`config.mk`:
```
export PLATFORM = sky130hd
export DESIGN_NAME = dram_issue
export DESIGN_NICKNAME = d
export VERILOG_FILES = /design/src/verilog/dram_beat_pkg.sv /design/src/verilog/mem_cmd_pkg.sv /design/src/verilog/dram_issue.sv
export SDC_FILE = /design/constraint.sdc
export NUM_CORES = 1
export LEC_CHECK = 0
export BUFFER_PORTS_ARGS = -buffer_cell sky130_fd_sc_hd__buf_2
export CAP_MARGIN = 30
export CORE_AREA = 3 3 154 156
export CTS_CLUSTER_SIZE = 20
export DETAILED_ROUTE_END_ITERATION = 8
export DIE_AREA = 0 0 157 159
export PLACE_DENSITY = 0.35
export SETUP_SLACK_MARGIN = 0.3
export SLEW_MARGIN = 5
export SYNTH_ARGS = -nofsm -noshare
export SYNTH_HDL_FRONTEND = slang
export SYNTH_SLANG_ARGS = --single-unit
```
`constraint.sdc`:
```
create_clock -name Mem_Clk -period 1.9 [get_ports Mem_Clk]
set_input_delay 0.095 -clock Mem_Clk [delete_from_list [all_inputs] [get_ports Mem_Clk]]
set_output_delay 0.095 -clock Mem_Clk [all_outputs]
set_load 0.01 [all_outputs]
```
`src/verilog/dram_beat_pkg.sv`:
```
package dram_beat_pkg;

    // ----------------------------------------
    // dram beat widths
    // ----------------------------------------

    // one beat of the native dram port
    localparam int DRAM_DATA_W = 144;

    // one enable per byte of the beat
    localparam int DRAM_BE_W = DRAM_DATA_W / 8;

    // beat and enables side by side, beat on top
    localparam int DATA_ENTRY_W = DRAM_DATA_W + DRAM_BE_W;

    // ----------------------------------------
    // types
    // ----------------------------------------

    typedef logic [DRAM_DATA_W-1:0] dram_data_t;

    typedef logic [DRAM_BE_W-1:0] dram_be_t;

    // {beat, byte enables}
    typedef logic [DATA_ENTRY_W-1:0] data_entry_t;

endpackage

```
`src/verilog/mem_cmd_pkg.sv`:
```
package mem_cmd_pkg;

    // ----------------------------------------
    // client command widths
    // ----------------------------------------

    // byte address, same on client and dram side
    localparam int MEM_ADDR_W = 32;

    // address plus read-not-write flag in bit 0
    localparam int ADDR_ENTRY_W = MEM_ADDR_W + 1;

    // ----------------------------------------
    // types
    // ----------------------------------------

    typedef logic [MEM_ADDR_W-1:0] mem_addr_t;

    // {address, rnw}
    typedef logic [ADDR_ENTRY_W-1:0] addr_entry_t;

endpackage

```
`src/verilog/dram_issue.sv`:
```
`timescale 1ns/1ps

module dram_issue (
    input  logic                       Mem_Clk,
    input  logic                       dram_reset,
    input  mem_cmd_pkg::addr_entry_t   addr_head,
    input  logic                       addr_empty,
    output logic                       addr_pop,
    input  dram_beat_pkg::data_entry_t data_head,
    input  logic                       data_empty,
    output logic                       data_pop,
    input  logic                       dram_ready,
    output logic                       dram_cmd_en,
    output logic                       dram_rnw,
    output mem_cmd_pkg::mem_addr_t     dram_address,
    output dram_beat_pkg::dram_data_t  dram_data_o,
    output dram_beat_pkg::dram_be_t    dram_byte_enable
);

    typedef enum logic {
        ISSUE_FIRST,
        ISSUE_SECOND
    } issue_state_t;

    issue_state_t state;
    issue_state_t state_next;
    logic         head_rnw;
    logic         head_ready;

    // queue heads drive the port directly, so a stall holds everything
    assign head_rnw         = addr_head[0];
    assign dram_rnw         = head_rnw;
    assign dram_address     = addr_head[mem_cmd_pkg::ADDR_ENTRY_W-1:1];
    assign dram_data_o      = data_head[dram_beat_pkg::DATA_ENTRY_W-1:dram_beat_pkg::DRAM_BE_W];
    assign dram_byte_enable = data_head[dram_beat_pkg::DRAM_BE_W-1:0];

    // a write also needs its first beat at the data head
    assign head_ready = ~addr_empty & (head_rnw | ~data_empty);

    // ----------------------------------------
    // issue FSM
    // ----------------------------------------

    always_comb
    begin
        state_next  = state;
        dram_cmd_en = 1'b0;
        addr_pop    = 1'b0;
        data_pop    = 1'b0;
        case (state)
            ISSUE_FIRST:
            begin
                dram_cmd_en = head_ready;
                if (head_ready && dram_ready)
                begin
                    if (head_rnw)
                    begin
                        addr_pop = 1'b1;
                    end
                    else
                    begin
                        // first beat gone, address stays for the second cycle
                        data_pop   = 1'b1;
                        state_next = ISSUE_SECOND;
                    end
                end
            end
            ISSUE_SECOND:
            begin
                // second beat is held until the controller takes it
                dram_cmd_en = 1'b1;
                if (dram_ready)
                begin
                    addr_pop   = 1'b1;
                    data_pop   = 1'b1;
                    state_next = ISSUE_FIRST;
                end
            end
            default: state_next = ISSUE_FIRST;
        endcase
    end

    always_ff @(posedge Mem_Clk)
    begin
        if (dram_reset)
        begin
            state <= ISSUE_FIRST;
        end
        else
        begin
            state <= state_next;
        end
    end

endmodule

```
==> metrics.csv <==
metric,value,unit
register area share after synthesis,0.01290,
Leak Pwr,0.07315,nW
max reg flops,1,
# fillers,2649,
Setup Skew,0,ns
cells taking the most area after synthesis,"buf_4, dfxtp_1, nor3b_1, o21a_1, nor2b_1",
unrepaired setup endpoints after global routing,no,
clk_lat worst skew,0,ns
min Tclk post-route,0.7664,ns
CP Max Fanout,3,
crit path cell chain,buf_2 -> nor3_2 -> o21a_1 -> buf_2,
worst r2r src,state$_SDFF_PP0_,
HPWL Detailed,4192,µm
mapped cell area,0.001551,mm²
pin count of the biggest net entering global routing,6,
die area,0.02496,mm²
relative slew slack,0.8811,
# diodes,0,
detail-routed net length per standard cell,16.30,µm
gpl congestion,0.4968,
kind of critical path,primary input to output port,
Final Hold Fails,0,
power per cell area,90.21,mW/mm²
Crit path max-delay family,buffers and inverters,
All-Layer GR Usage,0.03283,
hold path start,data_head[124],
slowest cell on the critical path,nor3_2,
TNS Setup,0,ns
vias in the first global route,518,
"area leader, netlist",buf_4,
CP max stage delay,0.21,ns
max-cap viol count,0,
Syn Inst Count,205,
Layout area overhead,-68.47,%
synth warn,0,
Least-Margin Pin Slew,0.1774,ns
"most used cell, CP",buf_2,
Final Max Slew Viols,0,
Vias/cell,1.477,
DP Worst Slack,1.124,ns
Post-CTS Repair Setup Buffers,0,
Hold Crit Class,primary input to output port,
Die Y,159,µm
total congestion overflow,0,
total number of vias,449,
largest registers,state (1),
Synth top area share,0.9435,
Largest Register,state,
CP Buf/Inv Count,2,
fmax,1305,MHz
final core utilization,0.02174,
1st-pass router iterations,2,
Worst EP required,1.80,ns
PortBufs,9,
Hold Buf Count CTS,0,
Die W,157,µm
Iter 0 DRT Violations,37,
Final setup viols,0,
Yosys reg bits,1,
initial antenna violation count,0,
# rows,55,
Initial Utilization,0.06895,
post-CTS resize count,0,
WP data arrival,0.67,ns
layout cell share with drive strength beyond 1,0.5263,
syn nets,405,
total wire length,4956,µm
Critical Path Source Type,primary input,
fin crit share,0.4034,
final worst slack,1.134,ns
crit path from,addr_empty,
nets@finish,221,
total core area,0.02250,mm²
drc violations,0,
outcome,"complete, no violations",
post-route antenna net violation count,0,
Crit. End Element,output port,
unique cell type count in the Yosys netlist,8,
Final Power,44.13,µW
VDD IR max,32.41,µV
first-pass GRT wire length,5388,µm
syn avg cell area,7.568,µm²
I/O Pins,398,
-- cell usage after synthesis, drive strengths merged --
cell,n
a21o,1
buf,195
dfxtp,1
nor2b,2
nor3,1
nor3b,2
o21a,2
o21bai,1
-- power by group --
| part | internal, mW | switching (mW) |
|---|---|---|
| combinational | 0.0112 | 0.0104 |
| sequential | 0.0220 | 0.000546 |
| clock | 0 | 0 |
| total | 0.0332 | 0.0110 |
-- metrics by stage --
| stage | hold WS, ns | cell area [µm²] | cells |
|---|---|---|---|
| after floorplan | 0.2818 | 1551 | 205 |
| after global placement | 0.1901 | 489.2 | 304 |
| after detailed placement | 0.1901 | 489.2 | 304 |
| after CTS | 0.1901 | 489.2 | 304 |
| after global routing | 0.1900 | 489.2 | 304 |
| final | 0.1900 | 489.2 | 304 |
-- metal layers --
metal,GRT usage,routed length [µm],vias up
li1,-,-,56
met2,0.03513,1626,183
met1,0.01593,765,100
met4,0.05850,926,0
met3,0.04458,1638,110
met5,0,0,-
-- layout make-up --
cell class	count	area [µm²]	area share
Tap cell	285	356.6	0.7289
Multi-Input combinational cell	9	67.56	0.1381
Timing Repair Buffer	9	45.04	0.09207
Sequential cell	1	20.02	0.04092
-- layout by cell type, fill, tap and decap left out --
cell type and count:
dfxtp_1 1, nor2b_1 2, a21o_1 1, o21a_1 2
o21bai_1 1, buf_2 9, nor3_2 1, nor3b_1 2
-- kinds of logic (layout without fill, tap and decap cells) --
family | after synthesis | count (layout) | synth area share
buf+inv | 195 | 9 | 0.9435
compound gates | 4 | 4 | 0.01936
simple gates | 5 | 5 | 0.02419
flops | 1 | 1 | 0.01290
-- path summary, 6_finish.rpt --
path | end | slack [ns] | cells past startpoint
setup / recovery | data_pop | 1.13 | 4
hold / removal | dram_data_o[106] | 0.19 | 0
setup reg to reg | state$_SDFF_PP0_ | 1.18 | 2
hold reg to reg | state$_SDFF_PP0_ | 0.64 | 2
-- worst register-to-register path: cells and delay by family (launching register included) --
| family | cells | cell delay [ns] |
|---|---|---|
| AO/OA/AOI/OAI | 1 | 0.10 |
| flip-flops | 1 | 0.36 |
| AND/OR/NAND/NOR | 1 | 0.20 |
(Power assumes the default switching activity.)
