$ cat src/verilog/dram_beat_pkg.sv
package dram_beat_pkg;

    // ----------------------------------------
    // dram beat widths
    // ----------------------------------------

    // one beat of the native dram port
    localparam int DRAM_DATA_W = 144;

    // one enable per byte of the beat
    localparam int DRAM_BE_W = DRAM_DATA_W / 8;

    // beat and enables side by side, beat on top
    localparam int DATA_ENTRY_W = DRAM_DATA_W + DRAM_BE_W;

    // ----------------------------------------
    // types
    // ----------------------------------------

    typedef logic [DRAM_DATA_W-1:0] dram_data_t;

    typedef logic [DRAM_BE_W-1:0] dram_be_t;

    // {beat, byte enables}
    typedef logic [DATA_ENTRY_W-1:0] data_entry_t;

endpackage

$ cat src/verilog/bridge_fifo.sv
`timescale 1ns/1ps

module bridge_fifo #(
    parameter int WIDTH     = 8,
    parameter int DEPTH     = 16,
    parameter int AF_MARGIN = 2
) (
    input  logic             Mem_Clk,
    input  logic             dram_reset,
    input  logic             push,
    input  logic [WIDTH-1:0] din,
    input  logic             pop,
    output logic [WIDTH-1:0] dout,
    output logic             empty,
    output logic             almost_full
);

    localparam int PTR_W = (DEPTH > 1) ? $clog2(DEPTH) : 1;
    localparam int CNT_W = $clog2(DEPTH + 1);

    logic [WIDTH-1:0] mem [DEPTH];
    logic [PTR_W-1:0] wr_ptr;
    logic [PTR_W-1:0] rd_ptr;
    logic [CNT_W-1:0] count;
    logic             full;
    logic             do_push;
    logic             do_pop;

    // wrap at DEPTH, depth need not be a power of two
    function automatic logic [PTR_W-1:0] next_ptr(input logic [PTR_W-1:0] ptr);
        if (ptr == PTR_W'(DEPTH - 1))
        begin
            return '0;
        end
        return ptr + 1'b1;
    endfunction

    assign empty       = (count == '0);
    assign full        = (count == CNT_W'(DEPTH));
    assign almost_full = (DEPTH - int'(count)) <= AF_MARGIN;

    // overflow and underflow are dropped here
    assign do_push = push & ~full;
    assign do_pop  = pop & ~empty;

    // first word fall through
    assign dout = mem[rd_ptr];

    // ----------------------------------------
    // storage
    // ----------------------------------------

    always_ff @(posedge Mem_Clk)
    begin
        if (do_push)
        begin
            mem[wr_ptr] <= din;
        end
    end

    // ----------------------------------------
    // pointers and occupancy
    // ----------------------------------------

    always_ff @(posedge Mem_Clk)
    begin
        if (dram_reset)
        begin
            wr_ptr <= '0;
            rd_ptr <= '0;
            count  <= '0;
        end
        else
        begin
            if (do_push)
            begin
                wr_ptr <= next_ptr(wr_ptr);
            end
            if (do_pop)
            begin
                rd_ptr <= next_ptr(rd_ptr);
            end
            case ({do_push, do_pop})
                2'b10:   count <= count + 1'b1;
                2'b01:   count <= count - 1'b1;
                default: count <= count;
            endcase
        end
    end

endmodule

$ cat src/verilog/read_return.sv
`timescale 1ns/1ps

module read_return #(
    parameter int RD_DEPTH = 16
) (
    input  logic                      Mem_Clk,
    input  logic                      dram_reset,
    input  logic                      dram_data_valid,
    input  dram_beat_pkg::dram_data_t dram_data_i,
    input  logic                      mem_rd_ack,
    output logic                      mem_rd_valid,
    output dram_beat_pkg::dram_data_t mem_rd_dout
);

    logic rd_empty;
    logic rd_pop;

    // ack without data is ignored
    assign rd_pop       = mem_rd_ack & ~rd_empty;
    assign mem_rd_valid = ~rd_empty;

    // ----------------------------------------
    // return queue
    // ----------------------------------------

    // no back-pressure to the dram, depth bounds outstanding reads
    bridge_fifo #(
        .WIDTH ($bits(dram_beat_pkg::dram_data_t)),
        .DEPTH (RD_DEPTH)
    ) u_rd_fifo (
        .Mem_Clk     (Mem_Clk),
        .dram_reset  (dram_reset),
        .push        (dram_data_valid),
        .din         (dram_data_i),
        .pop         (rd_pop),
        .dout        (mem_rd_dout),
        .empty       (rd_empty),
        .almost_full ()
    );

endmodule
$ cat config.mk
export PLATFORM = sky130hd
export DESIGN_NAME = read_return
export DESIGN_NICKNAME = d
export VERILOG_FILES = /design/src/verilog/dram_beat_pkg.sv /design/src/verilog/bridge_fifo.sv /design/src/verilog/read_return.sv
export SDC_FILE = /design/constraint.sdc
export NUM_CORES = 2
export LEC_CHECK = 0
export ABC_AREA = 1
export BUFFER_PORTS_ARGS = -buffer_cell sky130_fd_sc_hd__buf_2
export CAP_MARGIN = 20
export CORE_MARGIN = 10
export CORE_UTILIZATION = 40
export CTS_CLUSTER_DIAMETER = 120
export CTS_CLUSTER_SIZE = 12
export DETAILED_ROUTE_END_ITERATION = 10
export GPL_ROUTABILITY_DRIVEN = 0
export SYNTH_ARGS = -nofsm -noshare
export SYNTH_HDL_FRONTEND = slang
export SYNTH_SLANG_ARGS = --single-unit
$ cat constraint.sdc
create_clock -name Mem_Clk -period 19.2 [get_ports Mem_Clk]
set_clock_uncertainty 0.2 [all_clocks]
set_input_delay 5.76 -clock Mem_Clk [delete_from_list [all_inputs] [get_ports Mem_Clk]]
set_output_delay 5.76 -clock Mem_Clk [all_outputs]
set_load 0.03 [all_outputs]
==> metrics.csv <==
metric;value;unit
run_status;completed;
category_of_the_critical_setup_timing_path;reg2out;
finalWorstPathRequiredPeriod;13.16;ns
post_cts_resize_count;0;
top_level_ports;293;
per_instance_average_area_after_synthesis;12.88;um2
drt-vias-per-instance;5.536;
synth-async-reset-ratio;0;%
post_synth_inst_count;7140;
cts_root_buffer;clkbuf_16;
finalWirelength;250.3;mm
synth_warnings;0;
setup_repair_after_global_routing_missed_its_margin;no;
place_ws;7.157;ns
clk_latency;0.87;ns
layout_commonest_cell;edfxtp_1;
antenna_violating_nets_post_route;0;
track_usage;19.43;%
drt_iter0_drc;5595;
die_span_in_y;499.4;um
cts_hold_repair.buffers;0;
regArea;0.06954;mm2
slowest_library_cell_on_the_worst_path;buf_4;
clock_tree.buffer_depth;3;
power.switching_fraction;32.90;%
placeableCoreArea;0.2279;mm2
path_delay_family;buffers and inverters;
floorplan.rows;175;
syn-num-nets;7297;
power.switching;4.183;mW
cts.sink_count;2321;
floorplan.initialDensity;40.33;%
tritoncts;built;
timing.critical_path.from_type;register;
count_of_maximum_capacitance_violations;0;
route.detailed.wl_per_inst;24.25;um
critical_path.max_fanout;214;
worst_slack;6.045;ns
finalHoldViolCount;0;
worstMarginPinSlew;1.350;ns
total_of_buffers_placed_on_input_and_output_ports;292;
synth_ff_type;edfxtp_1;
cp_cell_sequence;buf_12 -> buf_4 -> buf_4 -> buf_4 -> buf_4 -> o21ai_0 -> o211ai_1 -> nand3_1 -> nand2_1 -> buf_2;
synth_compound_gate_area_share;8.485;%
max_stage_delay;0.96;ns
final_stage_net_count;7424;
cell_internal_pwr;8.532;mW
tightest_hold_check_type;reg2reg;
cp_data_required_time;13.24;ns
post_synth_instance_area;0.09193;mm2
firstDrtPassIters;6;
overflow;0;
most_frequent_cells_in_the_layout;edfxtp_1 (2304), nand2_1 (1316), nor2_1 (779);
dpl-instance-area;0.09586;mm2
crit_path_frequent_cell;buf_4;
clk_pin_slew;0.06;ns
fin_tns_setup;0;ns
max-slew-margin-rel;9.990;%
number_of_buffer_and_inverter_stages_on_the_critical_path;6;
die_x;499.4;um
grt_pass1_wl;369.0;mm
synthDominantAreaCellType;edfxtp_1;
final.period_utilization;68.52;%
stdcell_area;0.1016;mm2
multiInputGateArea;0.01951;mm2
synth.area.mux_share;0;%
setup-violations-final;0;
htreeDepth;4;
p_per_area;125.1;mW/mm2
cts_bufs_inserted;212;
power;12.71;mW
ys_seq_elements;2321;
seqPwrFrac;45.4;%
drive_gt1_share;8.870;%
grt_start_max_net_pins;355;
post-cts-setup-buffer-count;0;
netlist-cell-type-count;27;
yosys.area_share.xor_xnor;0.03811;%
clock_power_share;29.4;%
critPathCaptureType;output pin;
post-route-util;44.59;%
vias;57140;
crit_arrival;7.20;ns
flow.area_growth_from_synthesis;10.57;%
synth-seq-area-share;75.63;%
post_synth_edffs;2304;
drcViolationCount;0;
dp_hpwl;118.9;mm
nFillCells;20300;
first_global_vias;55680;
grt_antenna_before_repair;67;
slew_viol_final;0;
share_of_the_synthesized_area_in_the_top_cell_type;75.26;%
timing.fmax;0.07602;GHz
power.share.combinational;25.1;%
netlist_top_cells_area;edfxtp_1 (75%), nand2_1 (5.4%), nand3_1 (3.7%);
synth_top_family_by_area;simple AND/OR/NAND/NOR gates;
synth_simple_gate_area_share;12.45;%
ir_worst_vdd;0.1243;mV
synth-adder-area-share;0.1225;%
die_area;0.2494;mm2
p_leak;34.28;nW
[synth_stat cells (2+ instances only)]
master       n
xor2_1       2
nand3b_1     2
clkbuf_1   203
buf_4       27
nand3_1    686
o21ai_0    618
buf_2      182
o21ai_1    130
nand4_1      2
o211ai_1   426
buf_6       27
inv_2        3
ha_1         9
nor2_1     794
o211ai_2     6
nand2_1   1316
a21oi_1    155
inv_1      178
nor3_1       2
buf_1       38
edfxtp_1  2304
and2_1       8
dfxtp_1     17
xnor2_1      2
[through the flow]
| step | cells | hold WS (ns) |
|---|---|---|
| 2_1_floorplan | 7140 | 0.2752 |
| 3_3_place_gp | 10060 | 0.2970 |
| 3_5_place_dp | 10060 | 0.3160 |
| 4_1_cts | 10300 | 0.3291 |
| 5_1_grt | 10310 | 0.3431 |
| 6_report | 10320 | 0.3250 |
[per-layer routing]
metal / share of wire [%] / wire length, um / vias up / global-route usage [%]
met4: 2.7 / 6702 / 38 / 5.957
met2: 47 / 117200 / 1967 / 31.46
met3: 6.7 / 16770 / 459 / 3.443
met1: 44 / 109300 / 28700 / 26.77
li1: - / - / 25970 / -
met5: 0.11 / 273 / - / 0
[kinds of logic (layout without fill, tap and decap cells)]
kind of cell	Yosys count	count (layout)
adder cells (fa/ha/maj)	9	9
AO/OA/AOI/OAI	1336	1336
AND/OR/NAND/NOR	2810	2810
buffers and inverters	660	814
flip-flops	2321	2321
XOR/XNOR	4	4
other	0	17
[worst min-delay path: stages (launching register included)]
cell     delay, ns
dfxtp_1       0.34
nand2_1       0.08
a21oi_1       0.06
[path summary, 6_finish.rpt]
kind | startpoint | to | slack [ns] | cells after the start
worst min register to register | u_rd_fifo.wr_ptr[0] | u_rd_fifo.wr_ptr[0] | 0.33 | 2
worst max register to register | u_rd_fifo.count[1] | u_rd_fifo.mem[13][121] | 14.29 | 9
worst max-delay path | register | mem_rd_dout[1] | 6.04 | 10
worst min-delay path | u_rd_fifo.wr_ptr[0] | u_rd_fifo.wr_ptr[0] | 0.33 | 2
[power groups by stage]
| stage | clock [mW] | combinational, mW | sequential [mW] |
|---|---|---|---|
| floorplan | 0 | 2.26 | 5.88 |
| global placement | 0 | 3.18 | 5.88 |
| detailed placement | 0 | 3.21 | 5.89 |
| CTS | 3.82 | 3.22 | 5.78 |
| global route | 4.01 | 3.54 | 5.79 |
| finish | 3.74 | 3.20 | 5.78 |
[state kept, by name, indices dropped and copies added (netlist names), named ones only]
name	count
u_rd_fifo.count	5
u_rd_fifo.mem	2304
u_rd_fifo.rd_ptr	4
u_rd_fifo.wr_ptr	4
[cell type report]
cell class                 instances  share of cell area (%)
antenna                           17                 0.04185
clock buffer                     227                   5.295
clock inverter                    14                  0.2499
inverter                         182                  0.7201
multi-input combinational       4159                   19.19
sequential                      2321                   68.42
tap                             3009                   3.704
timing repair buffer             391                   2.383
(Power assumes the default switching activity.)
